==> config.mk <==
export PLATFORM = sky130hd
export DESIGN_NAME = weight_trainer
export DESIGN_NICKNAME = d
export VERILOG_FILES = /design/src/logic/perceptron_pkg.sv /design/src/logic/weight_trainer.sv
export SDC_FILE = /design/constraint.sdc
export NUM_CORES = 1
export LEC_CHECK = 0
export CORE_MARGIN = 3
export CORE_UTILIZATION = 40
export DETAILED_ROUTE_END_ITERATION = 12
export DONT_BUFFER_PORTS = 1
export GPL_ROUTABILITY_DRIVEN = 0
export GPL_TIMING_DRIVEN = 1
export PLACE_DENSITY_LB_ADDON = 0.08
export SKIP_LAST_GASP = 1
export SYNTH_ARGS = -nofsm -noshare
export SYNTH_HDL_FRONTEND = slang
export SYNTH_SLANG_ARGS = --single-unit
export TNS_END_PERCENT = 50
==> constraint.sdc <==
create_clock -name vclk -period 3.1
set_input_delay 0.155 -clock vclk [all_inputs]
set_output_delay 0.155 -clock vclk [all_outputs]
set_load 0.005 [all_outputs]
==> src/logic/perceptron_pkg.sv <==
package perceptron_pkg;

	// signed weight width, one weight per history bit plus the bias
	localparam int WEIGHT_BITS = 8;

	// symmetric saturation, so the most negative code is never stored
	localparam int WEIGHT_MAX = 127;

	// y width: 31 weights of magnitude 127 still fit without wrapping
	localparam int Y_BITS = WEIGHT_BITS + 5;

	// default global history length
	localparam int DEFAULT_HISTORY_LEN = 12;

	// default index width, giving 256 rows
	localparam int DEFAULT_INDEX_BITS = 8;

	// floor(1.93 * 12 + 14) = 37, one step more for margin
	localparam int DEFAULT_THRESHOLD = 38;

	// controller states
	typedef enum logic [2:0] {
		// table sweep after reset
		CLEAR,
		// ready for a new branch
		IDLE,
		// table row being read
		READ,
		// prediction out, waiting for the real outcome
		WAIT_OUTCOME,
		// row write-back and history shift
		TRAIN
	} ctrl_state_t;

endpackage

==> src/logic/weight_trainer.sv <==
`timescale 1ns/1ns

module weight_trainer
	import perceptron_pkg::*;
#(
	parameter int HISTORY_LEN = DEFAULT_HISTORY_LEN,
	parameter int THRESHOLD = DEFAULT_THRESHOLD
) (
	input  logic [(HISTORY_LEN+1)*WEIGHT_BITS-1:0] row,
	input  logic [HISTORY_LEN-1:0] history,
	input  logic signed [Y_BITS-1:0] y,
	input  logic predicted,
	input  logic taken,
	output logic do_train,
	output logic [(HISTORY_LEN+1)*WEIGHT_BITS-1:0] new_row
);

	logic [Y_BITS-1:0] abs_y;

	// one step up or down, held at +/-WEIGHT_MAX
	function automatic logic [WEIGHT_BITS-1:0] step_weight(
		input logic [WEIGHT_BITS-1:0] w_bits,
		input logic up
	);
		logic signed [WEIGHT_BITS-1:0] w;
		w = w_bits;
		if (up) begin
			if (w < WEIGHT_MAX) begin
				w = w + WEIGHT_BITS'(1);
			end
		end else begin
			if (w > -WEIGHT_MAX) begin
				w = w - WEIGHT_BITS'(1);
			end
		end
		return w;
	endfunction

	// y never reaches the most negative code, so the negation is safe
	assign abs_y = y[Y_BITS-1] ? Y_BITS'(-y) : Y_BITS'(y);

	assign do_train = (predicted != taken) || (abs_y <= Y_BITS'(THRESHOLD));

	always_comb begin
		for (int i = 0; i < HISTORY_LEN; i++) begin
			// agreement between history bit and outcome pulls the weight up
			new_row[i*WEIGHT_BITS +: WEIGHT_BITS] =
				step_weight(row[i*WEIGHT_BITS +: WEIGHT_BITS], history[i] == taken);
		end
		// bias follows the outcome alone
		new_row[HISTORY_LEN*WEIGHT_BITS +: WEIGHT_BITS] =
			step_weight(row[HISTORY_LEN*WEIGHT_BITS +: WEIGHT_BITS], taken);
	end

endmodule

==> results.yml <==
die:
  core_sq_um: 12700
  initial_core_util: 0.412
  die_w_microns: 121
  rows: 41
  ios: 236
  dieHeight_microns: 121
  die_area_sq_um: 14500
yosys:
  syn-cell-area_sq_um: 5250
  avgSynthCellArea_sq_um: 6.63
  synth.distinct_cells: 83
  synth_area_leaders: "ha_1 (9.8%), xnor2_1 (7.7%), nand2_1 (5.1%)"
  synth_most_common_cell: "nand2_1"
  yosysTopAreaCell: "ha_1"
  syn-num-nets: 963
  syn_inst: 791
  synth_top_cell_area_share: 0.0978
  ys_seq_area_frac: 0
  synth_commonest_cells: "nand2_1 (71), nor2_1 (66), inv_1 (49), nor3_1 (48)"
  yosysWarnings: 0
finish:
  nets: 935
  area_growth_pct: 1.48
  n_antenna_cell: 0
  final_cells: 933
  n_sequential_cell: 0
  nClkBuffers: 0
  regArea_sq_um: 0
  drive_gt1_frac: 0.0539
pwr:
  power_density_nw_per_um2: 117
  seq_power_share: 0
  p_switching_mw: 0.361
  leakage_nw: 1.94
  combPwrFrac: 1.000
  p_int_mw: 0.263
  ir_worst_vdd_mv: 0.0522
  swShare: 0.579
  clockPowerShare: 0
worst_setup_path:
  cp.arrival_ns: 1.81
  critPathBufInv: 1
  cp_max_fo: 6
  cp_top_family: "simple AND/OR/NAND/NOR gates"
  cp-start-kind: "input pin"
  cp-end-kind: "primary output"
  crit_type: "in -> out"
  critPathSlowestCell: "or4_1"
  slowest_delay_ns: 0.39
  crit_start: "row[64]"
  path_cells: "inv_1 -> ha_1 -> or2_2 -> a31o_1 -> or4_1 -> a22oi_1 -> xor2_1"
  critPathRequiredTime_ns: 2.94
clocking:
  post-cts-setup-buffers: 0
  cts.repair.resized: 0
  ctsHoldBuffers: 0
drt:
  drt-total-wl_microns: 16100
  drc_errors: 0
  viasPerCell: 6.37
  drtIter0Drc: 285
  post_drt_wl_per_cell_microns: 17.3
  dr.pass1.iters: 7
  via_count: 5947
  drtAntennaViolNets: 0
hold_path:
  hold_path_startpoint: "row[36]"
  holdCritPathClass: "in -> out"
global_route:
  grt_overflow: 0
  grt_max_degree: 33
  grtUsageTotal: 0.201
  antenna_found_initial: 0
  grt_pass1_wl_microns: 25700
  grt_pass1_vias: 5429
placement:
  placed_cells: 933
  io_buffer_count: 0
  dp_hpwl_microns: 13300
timing:
  worstMarginPinSlew_ns: 0.812
  slew_viol_final: 0
  rsz0062_at_grt: "no"
  fin_crit_ns: 1.97
  setup_viol: 0
  relSlewSlack: 0.454
  timing.fmax_ghz: 0.508
  hold_viol: 0
  post-route-period-util: 0.635
  tns_ns: 0
status:
  status: "complete, no violations"
run:
  drv_cap: 0
-- through the flow --
stage | setup WS [ns] | util | instance area, sq um | total power, mW | hold slack (ns)
after floorplan | 1.22 | - | 5250 | 0.557 | 0.363
after global placement | 1.15 | 0.418 | 5320 | 0.615 | 0.371
after detailed placement | 1.12 | 0.418 | 5320 | 0.623 | 0.369
after CTS | 1.12 | 0.418 | 5320 | 0.627 | 0.368
after global routing | 1.03 | 0.418 | 5320 | 0.699 | 0.370
final | 1.13 | 0.418 | 5320 | 0.624 | 0.367
-- metal layers --
layer | vias to the layer above | share of wire | routed length [microns] | GRT usage
met5 | - | 0 | 0 | 0
met4 | 0 | 0.021 | 334 | 0.0354
met3 | 26 | 0.096 | 1540 | 0.0561
met2 | 226 | 0.47 | 7610 | 0.348
met1 | 2750 | 0.41 | 6630 | 0.252
li1 | 2945 | - | - | -
-- power groups by stage --
| stage | registers [mW] | clock network [mW] | logic [mW] |
|---|---|---|---|
| floorplan | 0 | 0 | 0.557 |
| global placement | 0 | 0 | 0.615 |
| detailed placement | 0 | 0 | 0.623 |
| CTS | 0 | 0 | 0.627 |
| global route | 0 | 0 | 0.699 |
| finish | 0 | 0 | 0.624 |
-- layout by cell type (no fill, tap or decap), drive strengths merged, types with 6 or more instances in the layout --
master / count
and3: 25
o2111ai: 7
o211ai: 18
nand2b: 8
o21ai: 37
xnor2: 47
o22ai: 9
a21oi: 28
or4: 11
xor2: 32
nor4: 9
mux2i: 17
nor3: 50
nand2: 71
o31ai: 17
ha: 41
or3: 15
inv: 49
o221ai: 7
a22oi: 11
nand3: 46
nor2: 66
nor2b: 7
a31oi: 10
nand4: 11
mux2: 6
-- final timing paths --
path / end / slack (ns) / depth (start not counted)
setup / recovery: new_row[67] / 1.13 / 7
hold / removal: new_row[36] / 0.37 / 1
-- cell families (layout without fill, tap and decap cells) --
group | after synthesis | after routing | share of synthesized area
AO/OA/AOI/OAI | 212 | 212 | 0.294
XOR/XNOR | 79 | 79 | 0.143
adder cells (fa/ha/maj) | 41 | 41 | 0.0978
buffers and inverters | 79 | 49 | 0.0613
multiplexers | 23 | 23 | 0.0453
AND/OR/NAND/NOR | 357 | 357 | 0.358
-- final cells by class --
type / count / area, sq um
Fill cell: 1389 / 7400
Inverter: 49 / 184
Multi-Input combinational cell: 712 / 4920
Tap cell: 172 / 215
(Power assumes the default switching activity.)
