`src/logic/perceptron_pkg.sv`:
```
package perceptron_pkg;

	// signed weight width, one weight per history bit plus the bias
	localparam int WEIGHT_BITS = 8;

	// symmetric saturation, so the most negative code is never stored
	localparam int WEIGHT_MAX = 127;

	// y width: 31 weights of magnitude 127 still fit without wrapping
	localparam int Y_BITS = WEIGHT_BITS + 5;

	// default global history length
	localparam int DEFAULT_HISTORY_LEN = 12;

	// default index width, giving 256 rows
	localparam int DEFAULT_INDEX_BITS = 8;

	// floor(1.93 * 12 + 14) = 37, one step more for margin
	localparam int DEFAULT_THRESHOLD = 38;

	// controller states
	typedef enum logic [2:0] {
		// table sweep after reset
		CLEAR,
		// ready for a new branch
		IDLE,
		// table row being read
		READ,
		// prediction out, waiting for the real outcome
		WAIT_OUTCOME,
		// row write-back and history shift
		TRAIN
	} ctrl_state_t;

endpackage

```
`src/logic/dot_product.sv`:
```
`timescale 1ns/1ns

module dot_product
	import perceptron_pkg::*;
#(
	parameter int HISTORY_LEN = DEFAULT_HISTORY_LEN
) (
	input  logic clk,
	input  logic rst,
	input  logic [(HISTORY_LEN+1)*WEIGHT_BITS-1:0] row,
	input  logic [HISTORY_LEN-1:0] history,
	output logic signed [Y_BITS-1:0] y,
	output logic pred_taken
);

	logic signed [Y_BITS-1:0] sum;

	// bias sits in the top slot of the row
	always_comb begin
		logic signed [WEIGHT_BITS-1:0] w;
		w = row[HISTORY_LEN*WEIGHT_BITS +: WEIGHT_BITS];
		sum = Y_BITS'(w);
		for (int i = 0; i < HISTORY_LEN; i++) begin
			w = row[i*WEIGHT_BITS +: WEIGHT_BITS];
			// taken history bit counts as +1, not taken as -1
			if (history[i]) begin
				sum = sum + Y_BITS'(w);
			end else begin
				sum = sum - Y_BITS'(w);
			end
		end
	end

	// zero counts as taken
	always_ff @(posedge clk) begin
		if (rst) begin
			y <= '0;
			pred_taken <= 1'b1;
		end else begin
			y <= sum;
			pred_taken <= !sum[Y_BITS-1];
		end
	end

endmodule

```
`config.mk`:
```
export PLATFORM = sky130hd
export DESIGN_NAME = dot_product
export DESIGN_NICKNAME = d
export VERILOG_FILES = /design/src/logic/perceptron_pkg.sv /design/src/logic/dot_product.sv
export SDC_FILE = /design/constraint.sdc
export NUM_CORES = 1
export LEC_CHECK = 0
export ABC_AREA = 1
export ABC_CLOCK_PERIOD_IN_PS = 14390
export BUFFER_PORTS_ARGS = -buffer_cell sky130_fd_sc_hd__buf_4
export CORE_UTILIZATION = 61
export CTS_BUF_LIST = sky130_fd_sc_hd__clkbuf_4 sky130_fd_sc_hd__clkbuf_8
export CTS_CLUSTER_DIAMETER = 150
export CTS_CLUSTER_SIZE = 40
export DETAILED_ROUTE_END_ITERATION = 10
export PLACE_DENSITY = 0.92
export SYNTH_ARGS = -nofsm -noshare
export SYNTH_HDL_FRONTEND = slang
export SYNTH_SLANG_ARGS = --single-unit
```
`constraint.sdc`:
```
create_clock -name clk -period 14.39 [get_ports clk]
set_input_delay 1.439 -clock clk [delete_from_list [all_inputs] [get_ports clk]]
set_output_delay 1.439 -clock clk [all_outputs]
set_load 0.1 [all_outputs]
```
==> results.sh, run 1 <==
export IMPL_critical_path_slowest_cell="o311ai_0"
export IMPL_end_kind="register"
export IMPL_slowest_delay_ps=520
export IMPL_cts_buffers=3
export IMPL_cpLargestDelayFamily="adder cells"
export IMPL_h_tree_depth=1
export IMPL_syn_nets=1659
export IMPL_grt_util_all_layers=0.266
export IMPL_routabilityCongestion=0.904
export IMPL_synth_ff_type="dfxtp_1"
export IMPL_hpwl_um=17500
export IMPL_postSynthCellCount=1377
export IMPL_ys_types=55
export IMPL_slew_violations=0
export IMPL_rsz0062_at_grt="false"
export IMPL_path_buf_inv=21
export IMPL_min_period_ps=12620
export IMPL_cts_clk_slew_worst_paths_ps=60
export IMPL_drtPass1Iterations=5
export IMPL_cts_root_buf="clkbuf_8"
export IMPL_area_growth_syn_to_layout_pct=13.9
export IMPL_grt_max_degree=11
export IMPL_cts_setup_buffers=0
export IMPL_setup_tns_ps=0
export IMPL_fmax_mhz=79.3
export IMPL_die_w_um=122
export IMPL_antenna_found_initial=0
export IMPL_cts_tree="done"
export IMPL_clk_path_buf_depth=2
export IMPL_cp_arrival_ps=12740
export IMPL_max_cap_viol_count=0
export IMPL_cp_common_cell="inv_1"
export IMPL_critPathRequiredTime_ps=14510
export IMPL_startpoint_type="input pin"
export IMPL_drive_above_1_share=0.140
export IMPL_criticalPathCategory="in2reg"
export IMPL_wl_per_cell_um=11.6
export IMPL_yosys_warnings=0
export IMPL_n_antenna_cell=0
export IMPL_grt_pass1_wl_um=34200
export IMPL_rows=43
export IMPL_cp_max_fo=5
export IMPL_num_vias=9089
export IMPL_fin_nets=1790
export IMPL_port_buffers=131
export IMPL_drt_total_wl_um=19600
export IMPL_coreArea_mm2=0.0140
export IMPL_ys_seq_area_frac=0.0317
export IMPL_start_util=0.632
export IMPL_synth_edff_count=0
export IMPL_finalSetupViolCount=0
export IMPL_cts_resized=0
export IMPL_hold_viol_final=0
export IMPL_worst_slew_pin_slew_ps=585
export IMPL_hold_class="in2reg"
export IMPL_die_h_um=122
export IMPL_gr_total_overflow=0
export IMPL_status="finished, final reports clean"
export IMPL_hold_ws_ps=1430
export IMPL_async_flop_share=0
export IMPL_ant_nets=0
export IMPL_io_pin_count=132
export IMPL_syn_area_per_cell_um2=6.42
export IMPL_route_detailed_drc=0
export IMPL_fillerInstances=1196
export IMPL_relSlewSlack=0.607
export IMPL_hold_buffers=0
export IMPL_dieArea_mm2=0.0150
export IMPL_numClockSinks=14
export IMPL_syn_area_mm2=0.00884
export IMPL_via_per_inst=5.39
export IMPL_min_period_over_period=0.877
export IMPL_ys_ff_latch=14
export IMPL_grt_pass1_vias=8675
export IMPL_first_iter_violations=364
## per-stage QoR
step,setup slack (ps),std cells,utilization,cell area (µm²)
finish,1770,1687,0.720,10100
global route,831,1687,0.720,10100
CTS,1800,1687,0.720,10100
detailed placement,1570,1683,0.716,10000
global placement,2170,1683,0.716,10000
floorplan,2790,1377,-,8840
## sequential cells by signal, indices dropped and copies added (netlist names)
signal / cells
pred_taken: 1
y: 13
## final cells by class
cell class	count	area (µm²)	share of cell area
clock buffers	4	55.1	0.00546
well taps	180	225	0.0224
multi-input cells	1112	7610	0.755
repair buffers	131	983	0.0976
flip-flops and latches	14	280	0.0278
inverters	246	923	0.0916
## cells in the mapped netlist (2+ instances only)
cell type / count / share of area
o21a_1: 3 / 0.0025
a31oi_2: 2 / 0.0028
o21bai_1: 8 / 0.0068
inv_1: 218 / 0.093
nor2_4: 2 / 0.0025
o2111ai_1: 5 / 0.0050
a31oi_1: 19 / 0.013
nand4_1: 7 / 0.0050
dfxtp_1: 14 / 0.032
and2_1: 3 / 0.0021
a31oi_4: 2 / 0.0048
nor3_1: 34 / 0.019
nand2_1: 185 / 0.079
or2_2: 2 / 0.0014
nor4_1: 4 / 0.0028
a21o_1: 19 / 0.016
fa_1: 12 / 0.027
nor2_1: 143 / 0.061
nand3_2: 7 / 0.0079
clkinv_1: 2 / 0.00085
nor3_4: 2 / 0.0037
a22oi_1: 5 / 0.0042
a31o_2: 3 / 0.0030
o21ai_2: 2 / 0.0020
xor2_1: 137 / 0.14
a21oi_1: 163 / 0.092
o21ai_0: 40 / 0.023
o21ai_1: 8 / 0.0045
nor2_2: 3 / 0.0021
ha_1: 152 / 0.22
nand2_2: 11 / 0.0078
inv_2: 26 / 0.011
xor2_2: 2 / 0.0037
nand3b_1: 2 / 0.0017
o211ai_1: 6 / 0.0051
xnor2_1: 48 / 0.048
nand3_1: 54 / 0.031
clkbuf_1: 2 / 0.00085
a21oi_2: 4 / 0.0040
## cells by family after synthesis
family / Yosys count / share of synthesized area
xor gates and xnor gates: 188 / 0.189
buffers and inverters: 251 / 0.108
and+or+nand+nor: 462 / 0.230
AOI/OAI and AO/OA: 298 / 0.199
DFF: 14 / 0.0317
adders and majority gates: 164 / 0.242
## routing by layer
metal | wire [µm] | part of all wire | track usage | up-vias
met5 | 0 | 0 | 0 | -
met4 | 179 | 0.0091 | 0.0373 | 0
met3 | 687 | 0.035 | 0.0195 | 18
met2 | 9560 | 0.49 | 0.507 | 166
met1 | 9140 | 0.47 | 0.329 | 4094
li1 | - | - | - | 4811
## final timing paths
kind                  slack, ps  cells after the start  startpoint          to
worst max-delay path       1770                     70      row[0]  pred_taken
worst min-delay path       1430                      2         rst        y[1]
## layout by cell type, fill, tap and decap left out, types with 26 or more instances in the layout
cell,instances
nand3_1,54
nor2_1,143
inv_1,218
inv_2,26
ha_1,152
a21oi_1,163
o21ai_0,40
xnor2_1,48
buf_4,131
nor3_1,34
nand2_1,185
xor2_1,137
Power of run 1 is left out: the tool's default activity adds up to more than one toggle a clock period on the data nets, which glitch-free logic cannot reach.
==> run 2, diff against run 1 <==
Settings changed: BUFFER_PORTS_ARGS -buffer_cell sky130_fd_sc_hd__buf_4 to unset, CORE_UTILIZATION 61 to 65, DONT_BUFFER_PORTS set to 1, GPL_TIMING_DRIVEN set to 1, PLACE_DENSITY 0.92 to 0.88.
==> run 2 against run 1 <==
Compared with the run above:
- first-iteration DRC count up 1.1%
- setup slack better by 200 ps
- routed wire length down 6.1%
- highest routed layer unchanged
==> results.sh, run 2 (synthesis results as in run 1) <==
export IMPL_rsz0062_at_grt="false"
export IMPL_grt_max_degree=11
export IMPL_fillerInstances=1191
export IMPL_dieArea_mm2=0.0141
export IMPL_final_core_util=0.686
export IMPL_place_ws_ps=1790
export IMPL_grt_pass1_wl_um=31700
export IMPL_fmax_mhz=80.6
export IMPL_rows=42
export IMPL_largest_reg_flops=13
export IMPL_cp_max_fo=5
export IMPL_cp_common_cell="inv_1"
export IMPL_max_cap_viol_count=0
export IMPL_cts_setup_buffers=0
export IMPL_h_tree_depth=1
export IMPL_clk_path_buf_depth=2
export IMPL_cts_resized=0
export IMPL_n_antenna_cell=0
export IMPL_num_vias=8436
export IMPL_slowest_delay_ps=510
export IMPL_path_buf_inv=20
export IMPL_antenna_found_initial=0
export IMPL_fin_nets=1659
export IMPL_io_pin_count=132
export IMPL_drtPass1Iterations=5
export IMPL_min_period_over_period=0.863
export IMPL_start_util=0.668
export IMPL_hold_class="in2reg"
export IMPL_coreArea_mm2=0.0132
export IMPL_slew_violations=0
export IMPL_grt_util_all_layers=0.257
export IMPL_relSlewSlack=0.365
export IMPL_critPathRequiredTime_ps=14530
export IMPL_startpoint_type="input pin"
export IMPL_cts_clk_slew_worst_paths_ps=50
export IMPL_hold_buffers=0
export IMPL_port_buffers=0
export IMPL_cts_buffers=3
export IMPL_setup_ws_ps=1980
export IMPL_numClockSinks=14
export IMPL_status="finished, final reports clean"
export IMPL_drt_total_wl_um=18400
export IMPL_first_iter_violations=368
export IMPL_cts_root_buf="clkbuf_8"
export IMPL_finalSetupViolCount=0
export IMPL_die_w_um=119
export IMPL_cpLargestDelayFamily="adder cells"
export IMPL_drive_above_1_share=0.0581
export IMPL_end_kind="register"
export IMPL_top_regs="y x13, pred_taken x1"
export IMPL_area_growth_syn_to_layout_pct=2.76
export IMPL_grt_pass1_vias=8048
export IMPL_critical_path_slowest_cell="o311ai_0"
export IMPL_hpwl_um=16400
export IMPL_max_flop_register="y"
export IMPL_criticalPathCategory="in2reg"
export IMPL_route_detailed_drc=0
export IMPL_gr_total_overflow=0
export IMPL_mostFrequentLayoutCell="inv_1"
export IMPL_die_h_um=119
export IMPL_wl_per_cell_um=11.8
export IMPL_worst_slew_pin_slew_ps=952
export IMPL_ant_nets=0
export IMPL_cts_tree="done"
export IMPL_cp_arrival_ps=12550
export IMPL_min_period_ps=12410
export IMPL_hold_viol_final=0
export IMPL_final_cell_mix="inv_1 (218), nand2_1 (185), a21oi_1 (163), ha_1 (152), nor2_1 (143)"
export IMPL_routabilityCongestion=0.901
export IMPL_setup_tns_ps=0
export IMPL_via_per_inst=5.44
[run 2: per-stage QoR]
stage | area (µm²) | hold WS [ps] | cells
3_5_place_dp | 9030 | 1510 | 1548
3_3_place_gp | 9030 | 1510 | 1548
5_1_grt | 9090 | 1250 | 1552
4_1_cts | 9090 | 1260 | 1552
6_report | 9090 | 1260 | 1552
2_1_floorplan | 8840 | 1620 | 1377
[run 2: worst paths after layout]
check / start / to / slack [ps] / cells after the start
hold / removal: rst / y[1] / 1260 / 1
setup / recovery: row[0] / y[12] / 1980 / 69
[run 2: cell type report]
class	count	area, µm²	area share
Clock buffer	4	55.1	0.00606
Multi-Input combinational cell	1112	7610	0.837
Sequential cell	14	280	0.0308
Tap cell	176	220	0.0242
Inverter	246	923	0.102
[run 2: layer usage]
layer | track usage | wire [µm] | up-vias
met5 | 0 | 0 | -
met4 | 0.0127 | 59 | 0
met3 | 0.0227 | 805 | 10
met2 | 0.500 | 8850 | 166
met1 | 0.316 | 8660 | 3702
li1 | - | - | 4558
Power of run 2 is left out for the same reason.
