[src/logic/perceptron_pkg.sv]
package perceptron_pkg;

	// signed weight width, one weight per history bit plus the bias
	localparam int WEIGHT_BITS = 8;

	// symmetric saturation, so the most negative code is never stored
	localparam int WEIGHT_MAX = 127;

	// y width: 31 weights of magnitude 127 still fit without wrapping
	localparam int Y_BITS = WEIGHT_BITS + 5;

	// default global history length
	localparam int DEFAULT_HISTORY_LEN = 12;

	// default index width, giving 256 rows
	localparam int DEFAULT_INDEX_BITS = 8;

	// floor(1.93 * 12 + 14) = 37, one step more for margin
	localparam int DEFAULT_THRESHOLD = 38;

	// controller states
	typedef enum logic [2:0] {
		// table sweep after reset
		CLEAR,
		// ready for a new branch
		IDLE,
		// table row being read
		READ,
		// prediction out, waiting for the real outcome
		WAIT_OUTCOME,
		// row write-back and history shift
		TRAIN
	} ctrl_state_t;

endpackage

[src/logic/predictor_ctrl.sv]
`timescale 1ns/1ns

module predictor_ctrl
	import perceptron_pkg::*;
#(
	parameter int HISTORY_LEN = DEFAULT_HISTORY_LEN,
	parameter int INDEX_BITS = DEFAULT_INDEX_BITS
) (
	input  logic clk,
	input  logic rst,
	input  logic branch_valid,
	input  logic [63:0] pc,
	input  logic outcome_valid,
	input  logic outcome_taken,
	input  logic clear_done,
	input  logic [(HISTORY_LEN+1)*WEIGHT_BITS-1:0] rd_row,
	input  logic signed [Y_BITS-1:0] y,
	input  logic pred_taken,
	input  logic do_train,
	input  logic [(HISTORY_LEN+1)*WEIGHT_BITS-1:0] new_row,
	output logic ready,
	output logic prediction_valid,
	output logic prediction_taken,
	output logic rd_en,
	output logic [INDEX_BITS-1:0] rd_index,
	output logic wr_en,
	output logic [INDEX_BITS-1:0] wr_index,
	output logic [(HISTORY_LEN+1)*WEIGHT_BITS-1:0] wr_row,
	output logic [HISTORY_LEN-1:0] history,
	output logic [(HISTORY_LEN+1)*WEIGHT_BITS-1:0] saved_row,
	output logic signed [Y_BITS-1:0] saved_y,
	output logic saved_pred
);

	ctrl_state_t state;
	ctrl_state_t next_state;

	// y and prediction are valid in the cycle after READ
	logic pred_pulse;

	logic signed [Y_BITS-1:0] y_hold;
	logic pred_hold;
	logic taken_q;
	logic resolve;

	assign resolve = (state == WAIT_OUTCOME) && outcome_valid;

	always_comb begin
		next_state = state;
		case (state)
			CLEAR: begin
				if (clear_done) begin
					next_state = IDLE;
				end
			end
			IDLE: begin
				if (branch_valid) begin
					next_state = READ;
				end
			end
			READ: next_state = WAIT_OUTCOME;
			WAIT_OUTCOME: begin
				if (outcome_valid) begin
					next_state = TRAIN;
				end
			end
			TRAIN: next_state = IDLE;
			default: next_state = CLEAR;
		endcase
	end

	always_ff @(posedge clk) begin
		if (rst) begin
			state <= CLEAR;
			pred_pulse <= 1'b0;
			wr_en <= 1'b0;
			history <= '0;
		end else begin
			state <= next_state;
			pred_pulse <= (state == READ);
			// write goes out in TRAIN, one cycle after the outcome
			wr_en <= resolve && do_train;
			if (state == TRAIN) begin
				history <= {history[HISTORY_LEN-2:0], taken_q};
			end
		end
	end

	// payload of the outstanding branch
	always_ff @(posedge clk) begin
		if (rd_en) begin
			wr_index <= rd_index;
		end
		if (state == READ) begin
			saved_row <= rd_row;
		end
		if (pred_pulse) begin
			y_hold <= y;
			pred_hold <= pred_taken;
		end
		if (resolve) begin
			taken_q <= outcome_taken;
			wr_row <= new_row;
		end
	end

	// an outcome may come in the same cycle as the prediction
	assign saved_y = pred_pulse ? y : y_hold;
	assign saved_pred = pred_pulse ? pred_taken : pred_hold;

	assign ready = (state == IDLE);
	assign rd_en = (state == IDLE) && branch_valid;
	assign rd_index = pc[INDEX_BITS-1:0];

	assign prediction_valid = pred_pulse;
	assign prediction_taken = pred_taken;

endmodule

[config.mk]
export PLATFORM = sky130hd
export DESIGN_NAME = predictor_ctrl
export DESIGN_NICKNAME = d
export VERILOG_FILES = /design/src/logic/perceptron_pkg.sv /design/src/logic/predictor_ctrl.sv
export SDC_FILE = /design/constraint.sdc
export NUM_CORES = 1
export LEC_CHECK = 0
export BUFFER_PORTS_ARGS = -buffer_cell sky130_fd_sc_hd__buf_2
export CAP_MARGIN = 10
export CORE_AREA = 2 2 216 218
export CTS_CLUSTER_DIAMETER = 50
export DETAILED_ROUTE_END_ITERATION = 10
export DIE_AREA = 0 0 218 220
export SETUP_SLACK_MARGIN = 0.02
export SYNTH_ARGS = -nofsm -noshare
export SYNTH_HDL_FRONTEND = slang
export SYNTH_SLANG_ARGS = --single-unit
[constraint.sdc]
create_clock -name clk -period 15.95 [get_ports clk]
set_input_delay 3.19 -clock clk [delete_from_list [all_inputs] [get_ports clk]]
set_output_delay 3.19 -clock clk [all_outputs]
set_load 0.005 [all_outputs]
==> results.txt, run 1 <==
The run finished with clean final reports. The portion of synthesized cell area occupied by the leading cell type is 84.74%. For this design the static power due to leakage is 4.877 nW. Of the available clock period, the critical path in the final layout requires 43.93%. The count of H-tree levels built during CTS is 2. The initial cell density of the core came out at 16.77%. Overall power consumption after layout is estimated at 1.575 mW.

The tightest slew margin relative to the limit is 38.14%. The number of CTS-inserted buffers came out at 34. The most common cell in the netlist is sky130_fd_sc_hd__edfxtp_1.

The remaining global-route overflow came out at 0. The required time at the worst-slack endpoint came out at 12.76 ns. The count of pins on the block boundary is 548.

In this run the horizontal extent of the chip is 218 um. The most used flip-flop cell after synthesis is sky130_fd_sc_hd__edfxtp_1. The height of the die came out at 220 um. The total routing usage reported by global routing came out at 9.324%. After synthesis, the most frequently instantiated cells are sky130_fd_sc_hd__edfxtp_1, sky130_fd_sc_hd__dfxtp_1, sky130_fd_sc_hd__mux2_2, sky130_fd_sc_hd__nor2_1, sky130_fd_sc_hd__mux2i_1. After technology mapping, the gate count stands at 319. The final setup violation count came out at 0. In this run, the number of DRC markers left after iteration 0 of detailed routing was 191. The layout cell share with drive strength beyond 1 is 65.66%. Sorting the synthesized cells by area gives the leading types as sky130_fd_sc_hd__edfxtp_1, sky130_fd_sc_hd__dfxtp_1, sky130_fd_sc_hd__mux2_2. In this run, synthesis inferred 217 flip-flops with an integrated enable. The post-cts resize count is 0. The clock tree from TritonCTS is yes. The final-report hold violation count is 0. The time the final worst path needs with I/O delays and setup is 7.006 ns. The number of core rows is 79. The count of different cell masters after synthesis is 21.

Buffers placed on the I/O ports in this run total 491. In this run the worst path has a maximum fanout of 9. The kind of critical path is in2out. The iteration count of the initial detailed-routing pass came out at 4. The final weighted congestion in routability-driven placement is 0.7696. The clock arrives with 0.01396 ns of skew.

After detailed routing, the average wire length per cell comes to 16.46 um. The maximum number of pins on one net before global-route repair is 75. The count of yosys warnings during synthesis came out at 0. The floorplan step defined a core boundary enclosing 45860 sq um. The area of the die came out at 47960 sq um. In this run, synthesis produced a sequential element count of 248.

Clock tree synthesis selected as its root buffer the cell sky130_fd_sc_hd__clkbuf_16. The via density per instance is 3.392. The largest voltage drop on the vdd net is 0.00008348 V. For the final routed database, the setup TNS stands at 0 ns. Of the synthesized area, sequential elements account for 92.81%. The half-perimeter wire length of the detailed placement result came out at 18.97 mm. The CTS sink count came out at 248. The transition time at the pin with the least slew margin is 0.9279 ns. The maximum buffer depth of the clock tree came out at 3. The number of nets at the end of the flow came out at 1129.

The wire length of the first global-routing pass came out at 31.55 mm. The number of antenna violations at the first check in global routing is 5. The signal arrival time at the worst endpoint is 3.82 ns.

The clock latency of the later-clocked register in the worst-skew pair is 0.53 ns. The share of flip-flops with an asynchronous set or reset is 0%. The number of maximum-capacitance violations is 0.

The number of post-CTS setup repair buffers came out at 0. The hold-fix buffer count after cts came out at 0. The residual DRC count came out at 0.

In this run the remaining antenna-violating nets after routing total 0. A synthesized cell averages 24.11 sq um. The number of global-route vias before repair is 4918. Setup repair after global routing left no endpoint under its margin. STA classifies the critical path startpoint as a primary input.

The worst setup path is captured at a primary output. The final number of max-transition violations was 0. The power per cell area came out at 131.7 nW/um^2. Cells fill 26.08% of the core in the end. Summed over all instances, the cell type with the most area after synthesis is sky130_fd_sc_hd__edfxtp_1. The total via count after detailed routing is 4993. The highest clock rate came out at 0.1427 GHz. Fill cells in the final layout number 4758. Across all register-to-register paths, the minimum setup slack is 13.42 ns. The kind of path behind the tightest hold check is reg2reg. The number of nets handed over by synthesis was 612. The clock-pin slew reported for the worst setup and hold paths after clock tree synthesis came out at 0.06 ns. The mapped cell area is 7690 sq um.

The total routed wirelength is 24.23 mm. The area added between synthesis and finish came out at 55.53%.
-- stage by stage --
step | setup slack, ns | area [sq um] | cells | hold slack, ns
3_5_place_dp | 8.933 | 10840 | 1407 | 0.4597
4_1_cts | 8.931 | 11950 | 1469 | 0.4742
3_3_place_gp | 8.937 | 10840 | 1407 | 0.4551
5_1_grt | 8.881 | 11960 | 1471 | 0.4824
2_1_floorplan | 7.734 | 7690 | 319 | 0.4563
6_report | 8.944 | 11960 | 1472 | 0.4708
-- final cells by class --
cell class / instances / area, sq um / share of cell area, %
Multi-Input combinational cell: 56 / 456.7 / 3.818
Sequential cell: 248 / 7137 / 59.67
Timing Repair Buffer: 495 / 2487 / 20.80
Inverter: 1 / 3.754 / 0.03138
Clock inverter: 20 / 163.9 / 1.370
Antenna cell: 3 / 7.507 / 0.06277
Clock buffer: 42 / 944.7 / 7.898
Tap cell: 607 / 759.5 / 6.350
-- worst max-delay path, cell delays in order --
cell,delay (ns)
sky130_fd_sc_hd__buf_2,0.10
sky130_fd_sc_hd__and2_1,0.34
sky130_fd_sc_hd__buf_2,0.19
-- layer usage --
layer | part of all wire [%] | track usage, % | vias to the layer above
met5 | 0.12 | 0 | -
met4 | 3.2 | 5.057 | 4
met3 | 11 | 4.320 | 53
met2 | 49 | 15.28 | 287
met1 | 37 | 9.996 | 2366
li1 | - | - | 2283
-- registers in the layout, indices dropped and copies added (netlist names) --
name,flops
prediction_valid,1
history,12
wr_en,1
taken_q,1
saved_row,104
wr_row,104
pred_hold,1
wr_index,8
y_hold,13
state,3
-- report_power, final --
part | switching, mW | internal (mW) | total, mW
logic | 0.0445 | 0.0515 | 0.0960
registers | 0.00829 | 0.740 | 0.748
clock network | 0.286 | 0.445 | 0.731
total | 0.339 | 1.24 | 1.57
-- placed cells by master (no fill, tap or decap), drive strengths merged, types with 2 or more instances in the layout --
| master | Yosys | routed |
|---|---|---|
| buf | 13 | 495 |
| edfxtp | 217 | 217 |
| clkbuf | 0 | 42 |
| dfxtp | 31 | 31 |
| mux2 | 14 | 14 |
| nor2 | 14 | 14 |
| mux2i | 12 | 12 |
| clkinv | 0 | 11 |
| inv | 1 | 8 |
| a21oi | 4 | 4 |
| diode | 0 | 3 |
| nor3 | 3 | 3 |
| and2 | 2 | 2 |
| nor3b | 2 | 2 |
-- worst paths after layout --
| check | start | end | cells past startpoint |
|---|---|---|---|
| max | branch_valid | rd_en | 3 |
| min | y_hold[11]$_DFF_P_ | y_hold[11]$_DFF_P_ | 1 |
| max reg2reg | state[0]$_SDFFE_PP0P_ | wr_row[87]$_DFFE_PP_ | 4 |
| min reg2reg | y_hold[11]$_DFF_P_ | y_hold[11]$_DFF_P_ | 1 |
-- cell families (layout without fill, tap and decap cells) --
group	after synthesis	in the layout	share of synthesized area, %
AOI/OAI and AO/OA	6	6	0.4393
other	0	3	0
and+or+nand+nor	24	24	1.692
muxes	26	26	3.612
buffers and inverters	15	558	1.448
DFF	248	248	92.81
(Power assumes the default switching activity.)
==> run 2: changes to the inputs <==
--- a/config.mk
+++ b/config.mk
@@ -7,10 +7,10 @@
 export LEC_CHECK = 0
 export BUFFER_PORTS_ARGS = -buffer_cell sky130_fd_sc_hd__buf_2
 export CAP_MARGIN = 10
-export CORE_AREA = 2 2 216 218
+export CORE_AREA = 2 2 215 217
 export CTS_CLUSTER_DIAMETER = 50
 export DETAILED_ROUTE_END_ITERATION = 10
-export DIE_AREA = 0 0 218 220
+export DIE_AREA = 0 0 217 219
 export SETUP_SLACK_MARGIN = 0.02
 export SYNTH_ARGS = -nofsm -noshare
 export SYNTH_HDL_FRONTEND = slang
==> constraint.sdc (replaced) <==
create_clock -name clk -period 6.1 [get_ports clk]
set_input_delay 1.22 -clock clk [delete_from_list [all_inputs] [get_ports clk]]
set_output_delay 1.22 -clock clk [all_outputs]
set_load 0.005 [all_outputs]
==> results.txt, run 2 (synthesis results as in run 1) <==
The final-report hold violation count came out at 0 (unchanged). The count of pins on the block boundary was 548 (unchanged). The tightest slew margin relative to the limit is 47.12% (+9.0 points).

The leakage dissipation is 4.850 nW (-0.56%). The height of the die was 219 um (-0.45%). The flow ran to the end, and the final reports show no timing, DRC or antenna violations. The clock-pin slew reported for the worst setup and hold paths after clock tree synthesis came out at 0.06 ns (about the same). The path class of the tightest hold or removal check is reg2reg. The hold-fix buffer count after cts came to 0 (unchanged). The half-perimeter wire length of the detailed placement result is 18.77 mm (-1.1%). The area of the die was 47520 sq um (-0.91%). In the final layout, the registers with the most flip-flops are saved_row x104, wr_row x104, y_hold x13. The cell sitting at the root of the clock tree is a sky130_fd_sc_hd__clkbuf_16. The die extent in x was 217 um (-0.46%). The final setup violation count is 0 (unchanged). The highest clock rate is 0.3039 GHz. The maximum number of pins on one net before global-route repair is 102 (+36%). The via density per instance is 3.398 (+0.17%).

The final number of max-transition violations came out at 0 (unchanged). The number of CTS-inserted buffers came to 35 (+2.9%). The final worst slack came out at 2.809 ns (-6.135 ns).

The number of core rows was 78 (-1.3%). The final weighted congestion in routability-driven placement is 0.8344 (+8.4%). STA classifies the critical path startpoint as a register. The post-detailed-route wirelength per cell came out at 16.18 um (-1.7%).

The core footprint is 45090 sq um (-1.7%). The power per cell area is 341.9 nW/um^2 (+160%). The initial cell density of the core came out at 17.06% (+0.29 points). The number of nets at the end of the flow is 1129 (unchanged).

TritonCTS built the clock tree. The number of post-CTS setup repair buffers is 0 (unchanged). The CTS sink count came out at 248 (unchanged).

The met3 global-route usage is 4.394% (+0.073 points). The largest voltage drop on the vdd net is 0.0001927 V (+130%). The count of routing violations after the opening detailed-route iteration came out at 210 (+9.9%). The layout cell share with drive strength beyond 1 came out at 65.82% (+0.16 points). The remaining global-route overflow came out at 0 (unchanged).

The worst-case clock skew came to 0.01637 ns (+0.002408 ns). The area added between synthesis and finish came out at 55.14%. The iteration count of the initial detailed-routing pass is 4 (unchanged). The number of global-route vias before repair came to 4985 (+1.4%). The signal arrival time at the worst endpoint is 2.07 ns (-1.75 ns).

The required time at the worst-slack endpoint is 4.88 ns (-7.88 ns). The fill cell total of the finished layout came out at 4709 (-1.0%). The transition time at the pin with the least slew margin came out at 0.7933 ns (-0.1347 ns). The final-layout setup total negative slack was 0 ns (unchanged). The most critical setup path has its startpoint at state[0]$_SDFFE_PP0P_. The worst path needs 3.291 ns of the cycle, external delays included. The wire length of the first global-routing pass came to 31.84 mm (+0.90%). The clock latency of the later-clocked register in the worst-skew pair is 0.53 ns (about the same). The total via count after detailed routing came out at 4981 (-0.24%).

The worst setup path is captured at a primary output. In the finished design, the share of the clock period the worst path needs comes to 53.95%. The worst slack at placement is 2.901 ns (-6.033 ns). The total routing usage reported by global routing was 9.374% (+0.051 points). The maximum buffer depth of the clock tree came out at 3 (unchanged). In this run the critical register-to-register path is launched from state[1]$_SDFFE_PP0P_. The total routed wirelength is 23.72 mm (-2.1%). The library cells used most frequently in the layout, excluding fill and tap cells, are sky130_fd_sc_hd__buf_2, sky130_fd_sc_hd__edfxtp_1, sky130_fd_sc_hd__clkbuf_16. The register-to-register setup slack is 3.59 ns (-9.83 ns). The count of H-tree levels built during CTS was 2 (unchanged). The global routing's busiest layer is met2.

The quantity of I/O buffers inserted on ports came to 491 (unchanged). The destination of the worst register-to-register timing path is saved_row[45]$_DFFE_PN_. The met1 track demand over resource is 9.963% (-0.032 points).

The total power came out at 4.079 mW (+160%). The number of maximum-capacitance violations is 0 (unchanged). The count of cells along the worst register-to-register path came out at 3 (-1). In this run the worst setup path terminates at rd_en. The number of antenna-violating nets in the routed design came to 0 (unchanged). The number of antenna violations at the first check in global routing is 5 (unchanged).

The post-cts resize count came to 0 (unchanged). The met2 usage in global routing came to 15.35% (+0.066 points). Setup repair after global routing left no endpoint under its margin. The highest fanout seen on the critical path came out at 9 (unchanged). The library cell used most frequently in the layout, excluding fill and tap cells, is sky130_fd_sc_hd__buf_2. The kind of critical path is reg2out. The residual DRC count is 0 (unchanged).
-- run 2: changes by cell type in the layout (fill, tap and decap cells not counted), sizes merged --
cell,previous run,this run
clkbuf,42,39
clkinvlp,1,4
inv,8,11
buf,495,494
bufinv,1,0
-- run 2: area by class of cell --
type	count	area [sq um]	area share, %
flip-flops and latches	248	7137	59.82
repair buffers	494	2492	20.89
clock buffers	39	890.9	7.467
well taps	600	750.7	6.293
multi-input cells	56	456.7	3.828
clock inverters	25	191.4	1.605
diodes	3	7.507	0.06293
inverters	1	3.754	0.03146
-- run 2: per-stage QoR --
stage               hold WS [ns]  instances  area [sq um]  util (%)
floorplan                 0.4563        319          7692         -
global placement          0.4528       1399         10840     24.04
detailed placement        0.4583       1399         10840     24.04
CTS                       0.4715       1463         11920     26.44
global route              0.4870       1465         11930     26.45
finish                    0.4712       1466         11930     26.46
-- run 2: where the power goes --
group	leakage [nW]	switching (mW)	internal, mW
registers	2.22	0.0229	1.93
clock network	0.523	0.784	1.08
logic	2.11	0.119	0.135
total	4.85	0.926	3.15
-- run 2: worst min-delay path by stage --
stage | start | endpoint | slack (ns) | cells after the start
2_1_floorplan | taken_q$_DFFE_PP_ | history[0]$_SDFFE_PP0N_ | 0.46 | 2
3_3_place_gp | y_hold[0]$_DFF_P_ | y_hold[0]$_DFF_P_ | 0.45 | 1
3_5_place_dp | y_hold[10]$_DFF_P_ | y_hold[10]$_DFF_P_ | 0.46 | 1
4_1_cts | y_hold[10]$_DFF_P_ | y_hold[10]$_DFF_P_ | 0.47 | 1
5_1_grt | y_hold[10]$_DFF_P_ | y_hold[10]$_DFF_P_ | 0.49 | 1
6_report | y_hold[3]$_DFF_P_ | y_hold[3]$_DFF_P_ | 0.47 | 1
-- run 2: layer usage --
layer  wire (um)  vias up
met5          26        -
met4         820        4
met3        2771       48
met2       11580      304
met1        8525     2348
li1            -     2277
-- run 2: critical path, stage by stage (launching register included) --
cell and delay, ns:
sky130_fd_sc_hd__dfxtp_1 0.53, sky130_fd_sc_hd__nor3b_1 0.35, sky130_fd_sc_hd__and2_1 0.47, sky130_fd_sc_hd__buf_2 0.20
